$ cat src/rtl/biquad_pkg.sv
package biquad_pkg;

   // sample formats, in and out
   localparam int NBITS = 16;
   localparam int NFRAC = 2;
   localparam int NSAMP = 8;
   localparam int OUTBITS = 16;

   // coefficients are Q4.14
   localparam int COEFF_BITS = 18;
   localparam int COEFF_FRAC = 14;
   localparam int NCOEFF = 2;

   // bus
   localparam int ADR_BITS = 7;
   localparam int WB_DAT_BITS = 32;
   localparam int WB_SEL_BITS = WB_DAT_BITS / 8;

   // datapath widths
   localparam int PROD_BITS = 34;
   localparam int SUM_BITS = 35;
   localparam int FIR_LATENCY = 3;

   // derived values
   localparam int IDX_BITS = $clog2(NCOEFF);
   localparam int SUM_FRAC = NFRAC + COEFF_FRAC;
   localparam int RND_SHIFT = SUM_FRAC - NFRAC;
   localparam int RND_HALF = 2 ** (RND_SHIFT - 1);
   localparam int SAT_MAX = 2 ** (OUTBITS - 1) - 1;
   localparam int SAT_MIN = -(2 ** (OUTBITS - 1));

   // control register bits
   localparam int CTRL_UPDATE_BIT = 0;
   localparam int CTRL_IDXCLR_BIT = 1;

   // register map, word aligned
   typedef enum logic [ADR_BITS-1:0] {
      REG_CTRL  = 7'h00,
      REG_COEFF = 7'h04
   } reg_addr_e;

   typedef enum logic {
      CS_IDLE,
      CS_ACK
   } ctrl_state_e;

   typedef struct packed {
      logic                   cyc;
      logic                   stb;
      logic                   we;
      logic [ADR_BITS-1:0]    adr;
      logic [WB_SEL_BITS-1:0] sel;
      logic [WB_DAT_BITS-1:0] dat;
   } wb_req_t;

   typedef struct packed {
      logic                   ack;
      logic [WB_DAT_BITS-1:0] dat;
   } wb_rsp_t;

   typedef struct packed {
      logic                  wr;
      logic                  update;
      logic                  index_clr;
      logic [COEFF_BITS-1:0] data;
   } coeff_cmd_t;

   typedef struct packed {
      logic signed [COEFF_BITS-1:0] b0;
      logic signed [COEFF_BITS-1:0] b1;
   } coeff_set_t;

   // lane 0 in the low bits
   typedef struct packed {
      logic [NSAMP-1:0][SUM_BITS-1:0] lane;
   } lane_sum_t;

endpackage

$ cat src/rtl/coeff_bank.sv
module coeff_bank (
   input  logic                   clk_i,
   input  logic                   rst_n_i,
   input  biquad_pkg::coeff_cmd_t coeff_cmd_i,
   output biquad_pkg::coeff_set_t coeff_o
);
   import biquad_pkg::*;

   logic [IDX_BITS-1:0]          idx_q;
   logic [IDX_BITS-1:0]          wr_idx;
   logic [IDX_BITS-1:0]          next_idx;
   logic signed [COEFF_BITS-1:0] shadow_q [NCOEFF];
   coeff_set_t                   active_q;

   // clear wins over the stored index for the same write
   always_comb begin
      wr_idx = coeff_cmd_i.index_clr ? '0 : idx_q;
      if (wr_idx == IDX_BITS'(NCOEFF - 1)) begin
         next_idx = '0;
      end else begin
         next_idx = wr_idx + 1'b1;
      end
   end

   always_ff @(posedge clk_i) begin
      if (!rst_n_i) begin
         idx_q <= '0;
         for (int i = 0; i < NCOEFF; i++) begin
            shadow_q[i] <= '0;
         end
      end else if (coeff_cmd_i.wr) begin
         shadow_q[wr_idx] <= coeff_cmd_i.data;
         idx_q <= next_idx;
      end else if (coeff_cmd_i.index_clr) begin
         idx_q <= '0;
      end
   end

   // both coefficients move together, never a mixed pair
   always_ff @(posedge clk_i) begin
      if (!rst_n_i) begin
         active_q <= '0;
      end else if (coeff_cmd_i.update) begin
         active_q.b0 <= shadow_q[0];
         active_q.b1 <= shadow_q[1];
      end
   end

   assign coeff_o = active_q;

endmodule

$ cat config.mk
export PLATFORM = sky130hd
export DESIGN_NAME = coeff_bank
export DESIGN_NICKNAME = d
export VERILOG_FILES = /design/src/rtl/biquad_pkg.sv /design/src/rtl/coeff_bank.sv
export SDC_FILE = /design/constraint.sdc
export NUM_CORES = 1
export LEC_CHECK = 0
export BUFFER_PORTS_ARGS = -buffer_cell sky130_fd_sc_hd__buf_2
export CAP_MARGIN = 15
export CORE_MARGIN = 2
export CORE_UTILIZATION = 26
export DETAILED_ROUTE_END_ITERATION = 16
export GPL_ROUTABILITY_DRIVEN = 0
export PLACE_DENSITY = 0.54
export SLEW_MARGIN = 20
export SYNTH_ARGS = -nofsm -noshare
export SYNTH_HDL_FRONTEND = slang
export SYNTH_SLANG_ARGS = --single-unit
$ cat constraint.sdc
create_clock -name clk_i -period 5.46 [get_ports clk_i]
set_input_delay 1.092 -clock clk_i [delete_from_list [all_inputs] [get_ports clk_i]]
set_output_delay 1.092 -clock clk_i [all_outputs]
set_load 0.02 [all_outputs]
==> run metrics <==
list of most frequent post-synthesis cells=37 x dfxtp_1, 37 x nor2b_1, 36 x edfxtp_1, 36 x mux2i_1, 36 x nor2_1; Slew @ Worst Pin=roughly 1.1 ns; Clk Tree Root Cell=clkbuf_8; TritonCTS buffer count=9; Post-DP Area=~3200 um2; critical path depth in cells=3; fmax=385 MHz; reg-to-reg startpoint=idx_q$_SDFF_PN0_; WL final=roughly 5800 um; count of different cell masters after synthesis=17; Ports=between 50 and 60; PwrDens=between 300 and 400 nW/um2; n_diodes=0; initial antenna violation count=0; Fin. Hold Viols=0; Max-Cap Viols=0; Std-Cell Rows=38; synth warn=0; CP endpoint kind=flip-flop; Routed Antenna Nets=0; Mapped Cells=between 200 and 250; post-route DRC violation count=0; fin crit share=a little under half; Crit Path Class=input port to flip-flop; post-place setup slack=2.48 ns; routed len/inst=approximately 14 um; CTS tree=built; CP startpoint=coeff_cmd_i[18]; largest cells by area after synthesis=edfxtp_1 38%, dfxtp_1 26%, mux2i_1 13%, nor2b_1 8.2%, nor2_1 4.8%; CP top delay family=compound AO/OA/AOI/OAI gates; Clock Skews=just over 0.008 ns; CP cell instances=buf_2, nand2b_1, o21ai_2; CP Buf/Inv Count=1; Post-CTS Hold Buffers=0; vias in the first global route=approximately 1700; PnR worst setup slack=roughly 2.9 ns; drt first pass iters=4; Hold Crit Class=flip-flop to flip-flop; Area Overhead vs Synth=19.7%; CTS sink count=73; fraction of layout cells with a size suffix above 1=27.0%; Reg area=around 1800 um2; Yosys top cell by area=edfxtp_1; crit-path max cell delay=0.90 ns; # resized after CTS=0; FILL cells=~1100; Clk Latency, worst-skew pair=roughly 0.34 ns; Die Y-Extent=approximately 110 um; Leak=1.45 nW; Die Wd=around 110 um; worst relative slew slack=~30%; Core ar.=~11000 um2; H-tree levels=3; max-slew violations=0; setup TNS=0 ns; Final Setup Violations=0; CP max FO=19; Main synth FF type=dfxtp_1; Required @ worst endpoint=about 5.4 ns; Synth async-reset ratio=0%; Die ar.=between 10000 and 15000 um2; gr usage total=10.5%; Post-DP HPWL=3900 um; worst hold start=shadow_q[0][17]$_SDFFCE_PN0P_; drt via density=4.04; reg2reg end=shadow_q[1][13]$_SDFFCE_PN0P_; RSZ-0062 raised after global routing=false; port buffer count=58; sequential area share after synthesis=between 60% and 70%; worst reg2reg path depth=2; Synth top area share=between 30% and 40%; CP max stage cell=o21ai_2; Initial DRC Count=80; clock transition at the registers of the reported paths=about 0.080 ns; post-layout min period=2.60 ns; total gr overflow=0; CTS max path bufs=2; r2r setup slk=3.44 ns; EDFF count, synth=36; Yosys reg bits=73; Via Count=roughly 1700; syn_area_per_cell=around 13 um2; Finished Cell Area=roughly 3400 um2; CP startpoint kind=input port; Post-layout nets=roughly 300; first-pass GRT wire length=approximately 9000 um; Crit path arrival time=~2.6 ns; Post-CTS Setup Bufs=0; multi-input combinational cell area=approximately 860 um2; largest net degree at the start of global routing=59; outcome=finished, final reports clean; Initial Utilization=26.3%; crit path capture=shadow_q[1][13]$_SDFFCE_PN0P_; Synth Cell Area=between 2000 and 3000 um2; Syn Nets=around 250; worst vdd ir=~0.14 mV
==> sequential cells by signal, summed over array words and instances (netlist names) <==
signal and flops:
coeff_o 36, idx_q 1, shadow_q 36
==> worst register-to-register path, cell delays in order (launching register included) <==
cell and delay [ns]:
dfxtp_1 0.35, nand2b_1 0.38, o21ai_2 0.91
==> worst min path at each step <==
stage | endpoint | slack (ns) | cells past startpoint
2_1_floorplan | idx_q$_SDFF_PN0_ | 0.47 | 2
3_3_place_gp | coeff_o[17]$_SDFFE_PN0P_ | 0.49 | 2
3_5_place_dp | coeff_o[35]$_SDFFE_PN0P_ | 0.49 | 2
4_1_cts | coeff_o[35]$_SDFFE_PN0P_ | 0.51 | 2
5_1_grt | coeff_o[14]$_SDFFE_PN0P_ | 0.54 | 2
6_report | coeff_o[35]$_SDFFE_PN0P_ | 0.51 | 2
==> area by class of cell <==
class / instances / area share [%]
flip-flops and latches: 73 / 53.8
inverters: 1 / 0.111
clock buffers: 12 / 4.58
well taps: 140 / 5.17
clock inverters: 4 / 2.25
multi-input cells: 133 / 25.5
repair buffers: 58 / 8.57
==> cell usage in the layout, fill, tap and decap left out <==
cell,instances
clkbuf_8,11
nand3_1,18
nand4bb_1,1
clkinvlp_4,1
o21ai_1,1
nand2_1,1
clkinv_4,1
o21ai_2,2
bufinv_16,2
nor2_1,36
inv_1,1
edfxtp_1,36
dfxtp_1,37
mux2i_1,36
clkbuf_1,1
nor2b_1,36
nor2b_2,1
buf_2,58
nand2b_1,1
==> per-stage QoR <==
step | util [%] | hold WS (ns) | total power, mW | std cells
floorplan | - | 0.474 | 0.699 | 223
global placement | 29.4 | 0.487 | 0.728 | 405
finish | 31.5 | 0.509 | 1.20 | 421
global route | 31.5 | 0.542 | 1.24 | 421
CTS | 31.5 | 0.512 | 1.21 | 421
detailed placement | 29.4 | 0.494 | 0.729 | 405
==> kinds of logic after synthesis <==
family	Yosys count	synth area share, %
AND/OR/NAND/NOR	94	16.9
flip-flops	73	64.4
multiplexers	36	12.7
buffers and inverters	17	5.44
AO/OA/AOI/OAI	3	0.531
==> routing by layer <==
layer	wire, um	vias up	share of wire (%)	track usage (%)
li1	-	865	-	-
met3	289	12	5.0	3.32
met2	2640	49	46	15.5
met1	2680	773	47	13.6
met4	145	0	2.5	5.77
met5	0	-	0	0
==> power breakdown <==
group / switching (mW) / internal, mW / total, mW
sequential: 0.0124 / 0.605 / 0.617
clock: 0.202 / 0.283 / 0.485
combinational: 0.0596 / 0.0366 / 0.0962
No activity file was read; power rests on OpenSTA's default activity.
