## config.mk

```make
export PLATFORM = sky130hd
export DESIGN_NAME = round_sat8
export DESIGN_NICKNAME = d
export VERILOG_FILES = /design/src/rtl/biquad_pkg.sv /design/src/rtl/round_sat8.sv
export SDC_FILE = /design/constraint.sdc
export NUM_CORES = 1
export LEC_CHECK = 0
export ABC_AREA = 1
export BUFFER_PORTS_ARGS = -buffer_cell sky130_fd_sc_hd__buf_2
export CAP_MARGIN = 10
export CORE_AREA = 2 2 158 160
export DETAILED_ROUTE_END_ITERATION = 10
export DIE_AREA = 0 0 160 162
export PLACE_DENSITY = 0.65
export SLEW_MARGIN = 20
export SYNTH_ARGS = -nofsm -noshare
export SYNTH_HDL_FRONTEND = slang
export SYNTH_SLANG_ARGS = --single-unit
```

## constraint.sdc

```tcl
create_clock -name clk_i -period 2.4 [get_ports clk_i]
set_input_delay 0.24 -clock clk_i [delete_from_list [all_inputs] [get_ports clk_i]]
set_output_delay 0.24 -clock clk_i [all_outputs]
set_load 0.02 [all_outputs]
```

## src/rtl/biquad_pkg.sv

```systemverilog
package biquad_pkg;

   // sample formats, in and out
   localparam int NBITS = 16;
   localparam int NFRAC = 2;
   localparam int NSAMP = 8;
   localparam int OUTBITS = 16;

   // coefficients are Q4.14
   localparam int COEFF_BITS = 18;
   localparam int COEFF_FRAC = 14;
   localparam int NCOEFF = 2;

   // bus
   localparam int ADR_BITS = 7;
   localparam int WB_DAT_BITS = 32;
   localparam int WB_SEL_BITS = WB_DAT_BITS / 8;

   // datapath widths
   localparam int PROD_BITS = 34;
   localparam int SUM_BITS = 35;
   localparam int FIR_LATENCY = 3;

   // derived values
   localparam int IDX_BITS = $clog2(NCOEFF);
   localparam int SUM_FRAC = NFRAC + COEFF_FRAC;
   localparam int RND_SHIFT = SUM_FRAC - NFRAC;
   localparam int RND_HALF = 2 ** (RND_SHIFT - 1);
   localparam int SAT_MAX = 2 ** (OUTBITS - 1) - 1;
   localparam int SAT_MIN = -(2 ** (OUTBITS - 1));

   // control register bits
   localparam int CTRL_UPDATE_BIT = 0;
   localparam int CTRL_IDXCLR_BIT = 1;

   // register map, word aligned
   typedef enum logic [ADR_BITS-1:0] {
      REG_CTRL  = 7'h00,
      REG_COEFF = 7'h04
   } reg_addr_e;

   typedef enum logic {
      CS_IDLE,
      CS_ACK
   } ctrl_state_e;

   typedef struct packed {
      logic                   cyc;
      logic                   stb;
      logic                   we;
      logic [ADR_BITS-1:0]    adr;
      logic [WB_SEL_BITS-1:0] sel;
      logic [WB_DAT_BITS-1:0] dat;
   } wb_req_t;

   typedef struct packed {
      logic                   ack;
      logic [WB_DAT_BITS-1:0] dat;
   } wb_rsp_t;

   typedef struct packed {
      logic                  wr;
      logic                  update;
      logic                  index_clr;
      logic [COEFF_BITS-1:0] data;
   } coeff_cmd_t;

   typedef struct packed {
      logic signed [COEFF_BITS-1:0] b0;
      logic signed [COEFF_BITS-1:0] b1;
   } coeff_set_t;

   // lane 0 in the low bits
   typedef struct packed {
      logic [NSAMP-1:0][SUM_BITS-1:0] lane;
   } lane_sum_t;

endpackage

```

## src/rtl/round_sat8.sv

```systemverilog
module round_sat8 (
   input  logic                                            clk_i,
   input  logic                                            rst_n_i,
   input  biquad_pkg::lane_sum_t                           sum_i,
   output logic [biquad_pkg::NSAMP*biquad_pkg::OUTBITS-1:0] dat_o
);
   import biquad_pkg::*;

   logic signed [SUM_BITS-1:0]    rounded [NSAMP];
   logic signed [SUM_BITS-1:0]    shifted [NSAMP];
   logic [NSAMP-1:0][OUTBITS-1:0] sat;

   always_comb begin
      for (int k = 0; k < NSAMP; k++) begin
         // add half an output LSB, halves round upward
         rounded[k] = $signed(sum_i.lane[k]) + SUM_BITS'(RND_HALF);
         shifted[k] = rounded[k] >>> RND_SHIFT;

         // clamp to the signed output range
         if (shifted[k] > SUM_BITS'(SAT_MAX)) begin
            sat[k] = OUTBITS'(SAT_MAX);
         end else if (shifted[k] < SUM_BITS'(SAT_MIN)) begin
            sat[k] = OUTBITS'(SAT_MIN);
         end else begin
            sat[k] = shifted[k][OUTBITS-1:0];
         end
      end
   end

   always_ff @(posedge clk_i) begin
      if (!rst_n_i) begin
         dat_o <= '0;
      end else begin
         dat_o <= sat;
      end
   end

endmodule

```

==> key figures <==
Status
  – Run status: completed

Clock network
  – Post-CTS setup buffer count: 0
  – Number of CTS-inserted buffers: 17
  – Cell chosen for the clock root: sky130_fd_sc_hd__clkbuf_16
  – Number of hold buffers added after cts: 0
  – Buffers from clock root to sink, at most: 2
  – CTS Sinks: around 130
  – Clock tree from TritonCTS: yes
  – Number of H-tree levels: 4
  – Clock-pin slew on the worst setup and hold paths: 60 ps
  – Post-CTS resize count: 0

Floorplan
  – Vertical extent of the die: 162 µm
  – Chip width: roughly 160 µm
  – Total number of placement rows: 57
  – IO Count: 410
  – Area of the core: ~24000 µm²
  – Initial cell density of the core: 36.9%
  – Die Outline Area: 25900 µm²

Worst setup path
  – Cell Chain, Critical Path: buf_2 -> ha_1 -> nand2_2 -> nor2_4 -> nand2_2 -> nor2_8 -> nand2_1 -> nand2_1 -> nand2_1 -> nor3_1 -> nand2_1 -> nand2_2 -> nand2_1 -> nor2_1
  – CP arrival: 2090 ps
  – Startpoint Class: primary input
  – Critical path fanouts, max: 16
  – Critical Path End Type: flip-flop
  – Most prevalent standard cell on the critical path: sky130_fd_sc_hd__nand2_1
  – Buffers & Inverters on Critical Path: 1
  – CP Class: primary input to flip-flop
  – Launch point of the critical path: sum_i[118]
  – Slowest cell on the critical path: sky130_fd_sc_hd__nand2_2
  – Critical path data required time: between 2000 and 3000 ps
  – Delay contributed by the slowest stage of the critical path: roughly 360 ps
  – Kind of cell adding the most delay to the critical path: simple AND/OR/NAND/NOR gates

Synthesis
  – Post-synth top flop: sky130_fd_sc_hd__dfxtp_1
  – Area share of the leading cell type in the synthesized netlist: 28.8%
  – Nets in the synthesized netlist: 1596
  – Largest area contributor in the netlist: sky130_fd_sc_hd__dfxtp_1
  – Synthesized area: 8910 µm²
  – Yosys warning count: 0
  – Synth Area in Compound Gates: 10.9%
  – Asr flop ratio synth: 0%
  – Simple logic cell fraction of the synthesized area: between 30 and 40%
  – Count of unique library cells instantiated by Yosys: 43
  – Gate count after technology mapping: 1306
  – Share of synthesized cell area in full adder, half adder and majority cells: 1.12%
  – Combinational family with the most area after synthesis: simple AND/OR/NAND/NOR gates
  – Leading post-synthesis cells by cell area: sky130_fd_sc_hd__dfxtp_1 29%, sky130_fd_sc_hd__nand2_1 16%, sky130_fd_sc_hd__xor2_1 5.8%, sky130_fd_sc_hd__nor2_1 5.6%, sky130_fd_sc_hd__xnor2_1 5.5%
  – Number of enable flip-flop cells after synthesis: 0
  – Synthesized area per cell: a little under 7 µm²
  – Multiplexer fraction of the synthesized cell area: 0%
  – #FFs+latches synth: ~130
  – Seq/Total Area, Yosys: 28.8%
  – Synthesized-area fraction occupied by xor and xnor cells: a little under an eighth

Final layout
  – Highest-count cells in the layout ignoring fill and taps: 390 x sky130_fd_sc_hd__nand2_1, 305 x sky130_fd_sc_hd__buf_2, 134 x sky130_fd_sc_hd__nor2_1
  – Area Growth Syn to Fin: 27.0%
  – Largest regs: dat_o (128)
  – Most common cell after layout, fill and taps aside: sky130_fd_sc_hd__nand2_1
  – Flip-flop count of the largest register after layout: about 130
  – Nets: 1902
  – Fillers: between 2000 and 3000
  – End-of-flow core utilization: 46.9%
  – Final Cell Area: 11300 µm²
  – Register with the highest flop count: dat_o
  – Share of final-layout standard cells stronger than drive strength 1: a little under a third

STA
  – Final-report max-slew violation count: 0
  – Peak clock frequency supported by timing: 571 MHz
  – RSZ-0062 raised after global routing: false
  – Minimum clock period after layout: ~1700 ps
  – Post-Route Hold Slack: between 150 and 200 ps
  – Setup-violating endpoint count in the final report: 0
  – Number of failing hold endpoints at the final stage: 0
  – Slew at the pin closest to its max-slew limit: 540 ps
  – Worst relative slew slack: 63.9%
  – Period utilisation layout: between 70% and 80%
  – Final TNS setup: 0 ps

Run
  – Number of violations of the max-capacitance limit: 0

Drt
  – Routed via count divided by cell count: 4.65
  – Remaining number of nets flagged by the antenna check after routing: 0
  – Total detailed-routing wirelength: around 26 mm
  – Violation count after the first detailed-route iteration: 401
  – WL per Instance: 13.1 µm
  – Detailed-route via count: 9079
  – DRC violations left: 0
  – Number of optimization iterations in the first detailed-route pass: 5

Power
  – Switching component of the power: 0.00186 W
  – Max IR drop VDD: around 0.38 mV
  – Share of power burned in the clock network: approximately two fifths
  – Fraction of power spent switching nets: 29.6%
  – Sequential Power Share: 36.9%
  – Leakage: around 5.5 nW
  – Internal power summed over all cells: 0.00443 W
  – Share of total power in combinational logic: 21.3%
  – Power density over cell area: 556 nW/µm²

Global route
  – Vias in the first global route: between 8000 and 9000
  – Maximum number of pins on one net before global-route repair: 59
  – Overflow after GRT: 0
  – Global-route wire length before repair: 41.0 mm
  – Antenna violations before repair: 8
  – Overall fraction of global-route tracks in use: 19.3%

Placement
  – Weighted congestion reported at the end of routability-driven placement: 0.893
  – Count of buffers inserted at the top-level ports: 305
  – Total placed instance area: 10700 µm²
  – DPL Wire Length: 20.7 mm

Hold path
  – Worst Hold Class: primary input to flip-flop
  – Startpoint of the worst hold path: rst_n_i
## per-stage QoR
stage	setup WS, ps	total power [W]	std cells
after CTS	646	0.00637	1946
after global placement	266	0.00370	1917
after detailed placement	223	0.00371	1917
after floorplan	645	0.00319	1306
final	650	0.00629	1952
after global routing	485	0.00662	1948
## cells in the mapped netlist (17+ instances only)
library cell              instances
sky130_fd_sc_hd__nand3_1         56
sky130_fd_sc_hd__xnor2_1         56
sky130_fd_sc_hd__nor2_2          19
sky130_fd_sc_hd__nand2_2         51
sky130_fd_sc_hd__dfxtp_1        128
sky130_fd_sc_hd__nor2_1         134
sky130_fd_sc_hd__inv_1          124
sky130_fd_sc_hd__nor3_1          25
sky130_fd_sc_hd__nand4_1         17
sky130_fd_sc_hd__nor2_4          24
sky130_fd_sc_hd__a21oi_2         42
sky130_fd_sc_hd__xor2_1          59
sky130_fd_sc_hd__nand2_1        390
sky130_fd_sc_hd__a21oi_1         74
## power by group through the flow
stage,Sequential [W],Clock [W],Combinational [W]
2_1_floorplan,0.00256,0,0.000627
3_3_place_gp,0.00236,0,0.00133
3_5_place_dp,0.00236,0,0.00134
4_1_cts,0.00232,0.00270,0.00135
5_1_grt,0.00233,0.00281,0.00148
6_report,0.00232,0.00263,0.00134
## worst paths after layout
path                              endpoint  slack (ps)  cells after the start
worst min-delay path  dat_o[47]$_SDFF_PP0_         160                      3
worst max-delay path  dat_o[63]$_SDFF_PP0_         650                     14
## layer usage
metal | global-route usage (%) | vias up | wire [µm]
met3 | 6.13 | 29 | 1920
met1 | 23.6 | 4062 | 11300
met4 | 5.20 | 4 | 389
li1 | - | 4732 | -
met5 | 0 | - | 27
met2 | 33.0 | 252 | 11900
## logic make-up after synthesis
logic type / after synthesis
AOI/OAI and AO/OA: 147
xor gates and xnor gates: 116
adders and majority gates: 8
buffers and inverters: 153
DFF: 128
and+or+nand+nor: 754
## cell type report
type | instances | area [µm²] | share of cell area [%]
multi-input combinational | 1025 | 5650 | 49.9
sequential | 128 | 2560 | 22.7
timing repair buffer | 312 | 1600 | 14.2
inverter | 128 | 483 | 4.27
clock buffer | 20 | 457 | 4.04
tap | 324 | 405 | 3.58
clock inverter | 9 | 135 | 1.19
antenna | 6 | 15.0 | 0.133
Power figures use the tool's default switching activity.
