**src/rtl/biquad_pkg.sv**
```systemverilog
package biquad_pkg;

   // sample formats, in and out
   localparam int NBITS = 16;
   localparam int NFRAC = 2;
   localparam int NSAMP = 8;
   localparam int OUTBITS = 16;

   // coefficients are Q4.14
   localparam int COEFF_BITS = 18;
   localparam int COEFF_FRAC = 14;
   localparam int NCOEFF = 2;

   // bus
   localparam int ADR_BITS = 7;
   localparam int WB_DAT_BITS = 32;
   localparam int WB_SEL_BITS = WB_DAT_BITS / 8;

   // datapath widths
   localparam int PROD_BITS = 34;
   localparam int SUM_BITS = 35;
   localparam int FIR_LATENCY = 3;

   // derived values
   localparam int IDX_BITS = $clog2(NCOEFF);
   localparam int SUM_FRAC = NFRAC + COEFF_FRAC;
   localparam int RND_SHIFT = SUM_FRAC - NFRAC;
   localparam int RND_HALF = 2 ** (RND_SHIFT - 1);
   localparam int SAT_MAX = 2 ** (OUTBITS - 1) - 1;
   localparam int SAT_MIN = -(2 ** (OUTBITS - 1));

   // control register bits
   localparam int CTRL_UPDATE_BIT = 0;
   localparam int CTRL_IDXCLR_BIT = 1;

   // register map, word aligned
   typedef enum logic [ADR_BITS-1:0] {
      REG_CTRL  = 7'h00,
      REG_COEFF = 7'h04
   } reg_addr_e;

   typedef enum logic {
      CS_IDLE,
      CS_ACK
   } ctrl_state_e;

   typedef struct packed {
      logic                   cyc;
      logic                   stb;
      logic                   we;
      logic [ADR_BITS-1:0]    adr;
      logic [WB_SEL_BITS-1:0] sel;
      logic [WB_DAT_BITS-1:0] dat;
   } wb_req_t;

   typedef struct packed {
      logic                   ack;
      logic [WB_DAT_BITS-1:0] dat;
   } wb_rsp_t;

   typedef struct packed {
      logic                  wr;
      logic                  update;
      logic                  index_clr;
      logic [COEFF_BITS-1:0] data;
   } coeff_cmd_t;

   typedef struct packed {
      logic signed [COEFF_BITS-1:0] b0;
      logic signed [COEFF_BITS-1:0] b1;
   } coeff_set_t;

   // lane 0 in the low bits
   typedef struct packed {
      logic [NSAMP-1:0][SUM_BITS-1:0] lane;
   } lane_sum_t;

endpackage

```
**src/rtl/coeff_wb_ctrl.sv**
```systemverilog
module coeff_wb_ctrl (
   input  logic                   clk_i,
   input  logic                   rst_n_i,
   input  biquad_pkg::wb_req_t    wb_req_i,
   input  logic                   global_update_i,
   output biquad_pkg::wb_rsp_t    wb_rsp_o,
   output biquad_pkg::coeff_cmd_t coeff_cmd_o
);
   import biquad_pkg::*;

   ctrl_state_e           state_q;
   ctrl_state_e           state_d;
   logic                  accept;
   logic                  ack;
   logic [ADR_BITS-1:0]   adr_word;
   logic                  hit_ctrl;
   logic                  hit_coeff;
   logic                  byte0_wr;

   // decode of the accepted request, used on the ack cycle
   logic                  coeff_wr_q;
   logic                  ctrl_upd_q;
   logic                  ctrl_clr_q;
   logic [COEFF_BITS-1:0] coeff_dat_q;

   // global update, one cycle late
   logic                  glob_upd_q;

   // low two address bits are don't care
   assign adr_word = {wb_req_i.adr[ADR_BITS-1:2], 2'b00};
   assign hit_ctrl = (adr_word == REG_CTRL);
   assign hit_coeff = (adr_word == REG_COEFF);

   assign ack = (state_q == CS_ACK);
   assign accept = wb_req_i.cyc && wb_req_i.stb && (state_q == CS_IDLE);
   assign byte0_wr = wb_req_i.we && wb_req_i.sel[0];

   always_comb begin
      state_d = state_q;
      case (state_q)
         CS_IDLE: begin
            if (accept) begin
               state_d = CS_ACK;
            end
         end
         CS_ACK: begin
            // single cycle ack, then ready for the next request
            state_d = CS_IDLE;
         end
         default: begin
            state_d = CS_IDLE;
         end
      endcase
   end

   always_ff @(posedge clk_i) begin
      if (!rst_n_i) begin
         state_q <= CS_IDLE;
      end else begin
         state_q <= state_d;
      end
   end

   always_ff @(posedge clk_i) begin
      if (!rst_n_i) begin
         coeff_wr_q <= 1'b0;
         ctrl_upd_q <= 1'b0;
         ctrl_clr_q <= 1'b0;
      end else if (accept) begin
         coeff_wr_q <= wb_req_i.we && hit_coeff;
         ctrl_upd_q <= byte0_wr && hit_ctrl && wb_req_i.dat[CTRL_UPDATE_BIT];
         ctrl_clr_q <= byte0_wr && hit_ctrl && wb_req_i.dat[CTRL_IDXCLR_BIT];
      end
   end

   // coefficient payload
   always_ff @(posedge clk_i) begin
      if (accept) begin
         coeff_dat_q <= wb_req_i.dat[COEFF_BITS-1:0];
      end
   end

   always_ff @(posedge clk_i) begin
      if (!rst_n_i) begin
         glob_upd_q <= 1'b0;
      end else begin
         glob_upd_q <= global_update_i;
      end
   end

   // no readback, reads just get acked
   always_comb begin
      wb_rsp_o.ack = ack;
      wb_rsp_o.dat = '0;
   end

   always_comb begin
      coeff_cmd_o.wr = ack && coeff_wr_q;
      coeff_cmd_o.index_clr = ack && ctrl_clr_q;
      coeff_cmd_o.update = (ack && ctrl_upd_q) || glob_upd_q;
      coeff_cmd_o.data = coeff_dat_q;
   end

endmodule

```
**config.mk**
```make
export PLATFORM = sky130hd
export DESIGN_NAME = coeff_wb_ctrl
export DESIGN_NICKNAME = d
export VERILOG_FILES = /design/src/rtl/biquad_pkg.sv /design/src/rtl/coeff_wb_ctrl.sv
export SDC_FILE = /design/constraint.sdc
export NUM_CORES = 1
export LEC_CHECK = 0
export ABC_AREA = 1
export ABC_CLOCK_PERIOD_IN_PS = 1400
export CORE_MARGIN = 1
export CORE_UTILIZATION = 45
export DETAILED_ROUTE_END_ITERATION = 16
export DONT_BUFFER_PORTS = 1
export HOLD_SLACK_MARGIN = 0.05
export MAX_ROUTING_LAYER = met4
export PLACE_DENSITY_LB_ADDON = 0.25
export SETUP_SLACK_MARGIN = 0.02
export SYNTH_ARGS = -nofsm -noshare
export SYNTH_HDL_FRONTEND = slang
export SYNTH_SLANG_ARGS = --single-unit
```
**constraint.sdc**
```tcl
create_clock -name clk_i -period 1.4 [get_ports clk_i]
set_input_delay 0.07 -clock clk_i [delete_from_list [all_inputs] [get_ports clk_i]]
set_output_delay 0.07 -clock clk_i [all_outputs]
set_load 0.05 [all_outputs]
```
==> impl_metrics.ini, run 1 <==
[status]
run_status = completed

[critical_path]
crit-reg2reg-capture = coeff_dat_q[11]$_DFFE_PP_
reg2regPathDepth = 2
cp_max_fo = 5
path_buf_inv = 0
cell_by_cell_trace_of_the_critical_path = a21o_2
critical_path.slowest_cell = dfxtp_1
critical-path-top-delay-family = flip-flops
worst-setup-path-type = reg2out
cpPeakStageDelay_ps = 470
worst-endpoint-arrival_ps = 1090
critPathCaptureType = output pin
critPathRequiredTime_ps = 1330
critical_path.reg2reg.startpoint = ack$_SDFF_PP0_
setup.worst_path.start_class = flop
regToRegSetupSlack_ps = 240

[final_layout]
areaGrowthSynthToFinish_pct = 24.0
core_utilization_of_the_finished_layout = 0.592
layout.cell_area.non_filler_um2 = 1300
final_layout_size_suffix_gt1_frac = 0.118
final_net_count = 169
diodes = 0

[run]
cap_violations = 0

[yosys]
syn_area_um2 = 1050
syn_avg_cell_area_um2 = 11.9
syn-instance-count = 88
yosys.cell_types.count = 16
yosys_warns = 0
yosysSeqAreaShare = 0.612
ys_seq_elements = 23

[clock_network]
cts-htree-levels = 1
cts.clk_slew.worst_paths_ps = 110
sinks_on_the_clock_net = 23
cts_setup_buffers = 0
worst_skew_pair.late_latency_ps = 290
cts_made_buffers = 3
cts_max_path_buffers = 2
cts_tree = yes
clock-root-buffer = clkbuf_4

[detailed_routing]
drt_iter0_drc = 5
postRouteWirelength_um = 1630
drc_errors = 0
via_per_inst = 4.05
detail-route-antenna-nets = 0
first_drt_pass_iteration_count = 3
wl_per_cell_um = 11.1
via_count = 596

[floorplanning]
floorplan.core_area_um2 = 2190
top_level_ports = 103
floorplan.rows = 17
floorplan.initialDensity = 0.477
dieArea_um2 = 2520
fp.dieW_um = 50.2
floorplan.die.height_um = 50.2

[placed_design]
io_buffer_count = 0
dpl-instance-area_um2 = 1020
gp_congestion = 0.655
dp_hpwl_um = 1120

[power]
vdd_drop_max_uv = 641
p_leak_nw = 0.562
total_power_w = 0.00145
power_density_nw_per_um2 = 1120

[timing]
rsz_0062_raised_after_global_routing = no
clock_skew_ps = 2.45
finalCriticalPeriod_ps = 1160
final_max_slew_viol_count = 0
hold_viol_final = 0
setup_total_neg_slack_ps = 0
timing.hold.ws_ps = 39.9
final-setup-viol-count = 0
maxClockFrequency_mhz = 861
layout_worst_path_cycle_share = 0.830

[hold_path]
worst_hold_startpoint = wb_req_i[32]
hold_end = ctrl_clr_q$_SDFFE_PN0P_
min_delay_path_depth = 4
worstHoldPathType = in2reg

[global_route]
grt_start_max_net_pins = 16
first_pass_grt_wire_length_um = 2420
vias_in_the_first_global_route = 545
track_usage = 0.136
grt.overflow.total = 0
grt_antenna_before_repair = 0
## area by class of cell
type / instances / area, um^2
Multi-Input combinational cell: 54 / 244
Clock buffer: 4 / 26.3
Fill cell: 185 / 893
Sequential cell: 23 / 641
Timing Repair Buffer: 29 / 318
Inverter: 9 / 33.8
Tap cell: 28 / 35.0
## cell usage in the layout, fill, tap and decap left out
cell type	n
clkbuf_4	3
dfxtp_1	5
o21ai_1	1
nand3_2	1
a21oi_2	1
a21o_2	1
nand3_1	3
buf_12	3
buf_4	1
clkbuf_1	1
nor2_1	2
inv_1	8
inv_2	1
conb_1	32
nor2_2	1
nand2_1	8
edfxtp_1	18
o21ai_0	1
a21oi_1	1
nor2_4	2
dlygate4sd3_1	25
## metrics by stage
stage                     setup slack, ps  instances
final                                 238        147
after global routing                  158        147
after CTS                            44.4        148
after global placement                278        118
after floorplan                       295        119
after detailed placement              246        118
## repair_timing
action | CTS | global route
resized for setup | 0 | 1
hold buffers | 26 | 1
setup endpoints to repair | 0 | 2
hold endpoints to repair | 23 | 1
## where the power goes
group | internal, W | leakage, nW | total [W] | switching [W]
Sequential | 0.000770 | 0.209 | 0.000856 | 0.0000861
Combinational | 0.0000650 | 0.337 | 0.000305 | 0.000240
Clock | 0.000111 | 0.0150 | 0.000287 | 0.000176
## logic make-up (layout without fill, tap and decap cells)
kind of cell / Yosys count / in the layout / share of synthesized area
flops: 23 / 23 / 0.612
compound gates: 5 / 5 / 0.0275
other cells: 1 / 32 / 0.00359
buf+inv: 42 / 42 / 0.269
simple gates: 17 / 17 / 0.0873
## how the worst max path moves through the flow
stage	startpoint	endpoint	slack (ps)	cells after the start
after floorplan	ack$_SDFF_PP0_	coeff_dat_q[0]$_DFFE_PP_	290	1
after global placement	ack$_SDFF_PP0_	coeff_dat_q[6]$_DFFE_PP_	280	2
after detailed placement	ack$_SDFF_PP0_	coeff_dat_q[3]$_DFFE_PP_	250	2
after CTS	wb_req_i[41]	ctrl_clr_q$_SDFFE_PN0P_	40	7
after global routing	ack$_SDFF_PP0_	coeff_cmd_o[18]	160	3
final	ack$_SDFF_PP0_	coeff_cmd_o[19]	240	1
## synth_stat cells
| cell type | count | area (um^2) |
|---|---|---|
| buf_4 | 33 | 248 |
| edfxtp_1 | 18 | 541 |
| inv_1 | 8 | 30.0 |
| nand2_1 | 8 | 30.0 |
| dfxtp_1 | 5 | 100 |
| nand3_1 | 3 | 15.0 |
| a21oi_1 | 2 | 10.0 |
| nor2_1 | 2 | 7.51 |
| nor2_4 | 2 | 22.5 |
| a21o_2 | 1 | 8.76 |
| conb_1 | 1 | 3.75 |
| inv_2 | 1 | 3.75 |
| nand3_2 | 1 | 10.0 |
| nor2_2 | 1 | 6.26 |
| o21ai_0 | 1 | 5.00 |
| o21ai_1 | 1 | 5.00 |
## state kept, by name, summed over array words and instances, names as in the netlist
register / count
coeff_dat_q: 18
ctrl_clr_q: 1
glob_upd_q: 1
coeff_wr_q: 1
ack: 1
ctrl_upd_q: 1
## routing by layer
layer / GRT usage / up-vias / share of wire
met5: - / - / 0
met4: 0.0429 / 0 / 0
met3: 0.0364 / 0 / 0.082
met2: 0.253 / 39 / 0.55
met1: 0.137 / 277 / 0.36
li1: - / 280 / -
Note: power is estimated with default switching activity, not from simulation.
==> run 2: changes to the inputs <==
ABC_CLOCK_PERIOD_IN_PS = 1000   (was 1400)
clock period = 1 ns   (was 1.4 ns; I/O delays follow)
==> impl_metrics.ini, run 2 (synthesis results as in run 1) <==
[global_route]
first_pass_grt_wire_length_um = 2350
grt_start_max_net_pins = 17
vias_in_the_first_global_route = 552
track_usage = 0.132
grt_antenna_before_repair = 0
grt.overflow.total = 0

[final_layout]
multi_input_gate_area_um2 = 255
layout.area.seq_um2 = 642
final_net_count = 176
areaGrowthSynthToFinish_pct = 31.5
diodes = 0
layout_common_cells = 32 x conb_1, 27 x dlygate4sd3_1, 18 x edfxtp_1, 6 x nand2_1, 6 x inv_1
n_fill_cell = 185
final_layout_size_suffix_gt1_frac = 0.190
final_common_cell = conb_1
largest_reg_flops = 18
largest_register = coeff_dat_q
layout.cell_area.non_filler_um2 = 1380

[timing]
rsz_0062_raised_after_global_routing = yes
maxClockFrequency_mhz = 935
setup_ws_ps = -69.7
hold_viol_final = 0
final-setup-viol-count = 27
layout_worst_path_cycle_share = 1.07
finalCriticalPeriod_ps = 1070
clock_skew_ps = 8.69
final_max_slew_viol_count = 0
timing.hold.ws_ps = 144

[run]
cap_violations = 0

[placed_design]
dp_hpwl_um = 1080
gp_congestion = 0.619
dpl-instance-area_um2 = 1050
dp_slack_ps = 88.5
io_buffer_count = 0

[hold_path]
worstHoldPathType = in2reg

[critical_path]
cp_max_fo = 4
cell_by_cell_trace_of_the_critical_path = buf_6 > a21o_4
worst-setup-path-type = reg2out
critPathRequiredTime_ps = 950
cpPeakStageDelay_ps = 340
critPathCaptureType = output pin
setup.worst_path.start_class = flop
worst-endpoint-arrival_ps = 1020
critical_path.slowest_cell = dfxtp_2

[power]
power_density_nw_per_um2 = 1490
p_leak_nw = 0.596
total_power_w = 0.00205
clock_power_share = 0.194
vdd_drop_max_uv = 964
internal_power_w = 0.00135
switching_power_w = 0.000704
switching_share = 0.343
power.share.combinational = 0.227
p_seq_frac = 0.579

[floorplanning]
dieArea_um2 = 2520
floorplan.core_area_um2 = 2190
top_level_ports = 103
floorplan.rows = 17
floorplan.die.height_um = 50.2
fp.dieW_um = 50.2
floorplan.initialDensity = 0.477

[detailed_routing]
detail-route-antenna-nets = 0
postRouteWirelength_um = 1640
first_drt_pass_iteration_count = 1
via_count = 615
via_per_inst = 3.99
drt_iter0_drc = 0
wl_per_cell_um = 10.7
drc_errors = 0

[clock_network]
cts_tree = yes
cts_made_buffers = 3
clock-root-buffer = clkbuf_4
cts_max_path_buffers = 2
worst_skew_pair.late_latency_ps = 300
cts-htree-levels = 1
cts.clk_slew.worst_paths_ps = 120
sinks_on_the_clock_net = 23

[status]
failed_checks = setup timing
run_status = complete, but fails checks
[run 2: through the flow]
step | cells | TNS [ps] | utilization
after global placement | 122 | 0 | 0.479
after CTS | 154 | -906 | 0.623
after floorplan | 119 | -1160 | -
after detailed placement | 122 | 0 | 0.479
after global routing | 154 | -1960 | 0.628
final | 154 | -753 | 0.628
[run 2: what timing repair did]
action                     CTS  global route
pin swaps                    1             0
hold buffers                27             0
gates resized for setup      5             3
buffers inserted             1             0
hold endpoints to repair    23             0
setup endpoints to repair   20            42
[run 2: power groups by stage]
stage          combinational, W  sequential (W)  clock [W]
2_1_floorplan          0.000419         0.00122          0
3_3_place_gp           0.000362         0.00121          0
3_5_place_dp           0.000364         0.00121          0
4_1_cts                0.000459         0.00119   0.000428
5_1_grt                0.000488         0.00119   0.000458
6_report               0.000466         0.00119   0.000398
[run 2: worst paths after layout]
check / from / to / slack (ps) / cells after the start
worst max register to register: ack$_SDFF_PP0_ / coeff_dat_q[4]$_DFFE_PP_ / -40 / 3
worst min-delay path: wb_req_i[44] / ack$_SDFF_PP0_ / 140 / 5
worst min register to register: coeff_wr_q$_SDFFE_PN0P_ / coeff_wr_q$_SDFFE_PN0P_ / 510 / 2
worst max-delay path: ack$_SDFF_PP0_ / coeff_cmd_o[19] / -70 / 2
[run 2: layer usage]
metal	GRT usage	share of wire	vias to the layer above
met5	-	0	-
met4	0.0714	0	0
met3	0.0303	0.088	0
met2	0.233	0.54	51
met1	0.133	0.37	273
li1	-	-	291
[run 2: critical path: cells and delay by family, from the launching register on]
family	cells	cell delay [ps]
AOI/OAI and AO/OA	1	260
buffers and inverters	1	120
DFF	1	340
[run 2: final cells by class]
cell class              instances  share of cell area
repair buffers                 36               0.278
well taps                      28              0.0255
flip-flops and latches         23               0.467
clock buffers                   4              0.0191
inverters                       9              0.0246
multi-input cells              54               0.186
==> run 3: changes to the inputs <==
SKIP_CTS_REPAIR_TIMING = 1   (was unset)
==> impl_metrics.ini, run 3 (synthesis results as in run 1) <==
[critical_path]
worst-setup-path-type = reg2out
reg2regPathDepth = 2
critPathRequiredTime_ps = 950
critPathCaptureType = output pin
worst-endpoint-arrival_ps = 1050
cp_max_fo = 4
regToRegSetupSlack_ps = 80
setup.worst_path.start_class = flop

[detailed_routing]
drt_iter0_drc = 0
drc_errors = 0
via_per_inst = 4.01
detail-route-antenna-nets = 0
first_drt_pass_iteration_count = 1
postRouteWirelength_um = 1620
via_count = 613
wl_per_cell_um = 10.6

[timing]
final_max_slew_viol_count = 0
finalCriticalPeriod_ps = 1100
clock_skew_ps = 8.57
timing.hold.ws_ps = 142
layout_worst_path_cycle_share = 1.10
hold_viol_final = 0
rsz_0062_raised_after_global_routing = yes
setup_ws_ps = -96.8
final-setup-viol-count = 7
maxClockFrequency_mhz = 912

[floorplanning]
floorplan.rows = 17
top_level_ports = 103
dieArea_um2 = 2520
floorplan.initialDensity = 0.477
floorplan.core_area_um2 = 2190
floorplan.die.height_um = 50.2
fp.dieW_um = 50.2

[placed_design]
dp_hpwl_um = 1080
gp_congestion = 0.619
io_buffer_count = 0
placedCellCount = 122

[clock_network]
sinks_on_the_clock_net = 23
clock-root-buffer = clkbuf_4
cts-htree-levels = 1
worst_skew_pair.late_latency_ps = 300
cts.clk_slew.worst_paths_ps = 120
cts_max_path_buffers = 2
cts_tree = yes
cts_made_buffers = 3

[final_layout]
fin_cells = 153
multi_input_gate_area_um2 = 251
layout_common_cells = 32 x conb_1, 27 x dlygate4sd3_1, 18 x edfxtp_1, 6 x nand2_1, 6 x inv_1
core_utilization_of_the_finished_layout = 0.623
final_layout_size_suffix_gt1_frac = 0.176
final_net_count = 175
diodes = 0
largest_reg_flops = 18
layout.area.seq_um2 = 642
n_fill_cell = 184
final_common_cell = conb_1
areaGrowthSynthToFinish_pct = 30.4
largest_register = coeff_dat_q

[global_route]
grt_start_max_net_pins = 17
grt_antenna_before_repair = 0
first_pass_grt_wire_length_um = 1910
grt.overflow.total = 0
vias_in_the_first_global_route = 420
track_usage = 0.107

[power]
internal_power_w = 0.00134
total_power_w = 0.00204
switching_power_w = 0.000701
vdd_drop_max_uv = 962
p_leak_nw = 0.590
power_density_nw_per_um2 = 1500
power.share.combinational = 0.225
switching_share = 0.343
p_seq_frac = 0.580
clock_power_share = 0.194

[hold_path]
min_delay_path_depth = 5
worstHoldPathType = in2reg

[run]
cap_violations = 0

[status]
run_status = complete, but fails checks
failed_checks = setup timing
[run 3: cell count changes in the layout (fill, tap and decap cells not counted), sizes merged]
cell | previous run | this run
buf | 9 | 8
[run 3: worst paths after layout]
check / startpoint / to
max reg2reg: ack$_SDFF_PP0_ / coeff_dat_q[4]$_DFFE_PP_
min: wb_req_i[44] / ack$_SDFF_PP0_
max: ack$_SDFF_PP0_ / coeff_cmd_o[20]
min reg2reg: coeff_wr_q$_SDFFE_PN0P_ / coeff_wr_q$_SDFFE_PN0P_
[run 3: final cells by class]
cell class	instances	share of cell area
tap	28	0.0257
clock buffer	4	0.0193
sequential	23	0.471
multi-input combinational	54	0.184
timing repair buffer	35	0.275
inverter	9	0.0248
[run 3: worst max-delay path, stage by stage, from the launching register on]
cell	delay (ps)
dfxtp_2	380
buf_6	120
nand2_2	60
inv_2	70
buf_12	130
[run 3: routing by layer]
layer / share of wire / track usage / vias to the layer above
met5: 0 / - / -
met4: 0 / 0.0714 / 0
met3: 0.10 / 0.0606 / 0
met2: 0.53 / 0.167 / 51
met1: 0.37 / 0.0996 / 271
li1: - / - / 291
[run 3: power groups by stage]
stage	Combinational [W]	Clock (W)	Sequential, W
after global routing	0.000482	0.000458	0.00119
final	0.000460	0.000398	0.00119
after floorplan	0.000419	0	0.00122
after global placement	0.000362	0	0.00121
after CTS	0.000365	0.000428	0.00119
after detailed placement	0.000364	0	0.00121
[run 3: per-stage QoR]
stage	cell area, um^2	setup slack [ps]	setup TNS [ps]
after floorplan	1160	-61.6	-1160
after detailed placement	1050	88.5	0
final	1360	-96.8	-313
after global routing	1360	-154	-1010
after global placement	1050	103	0
after CTS	1070	-173	-720
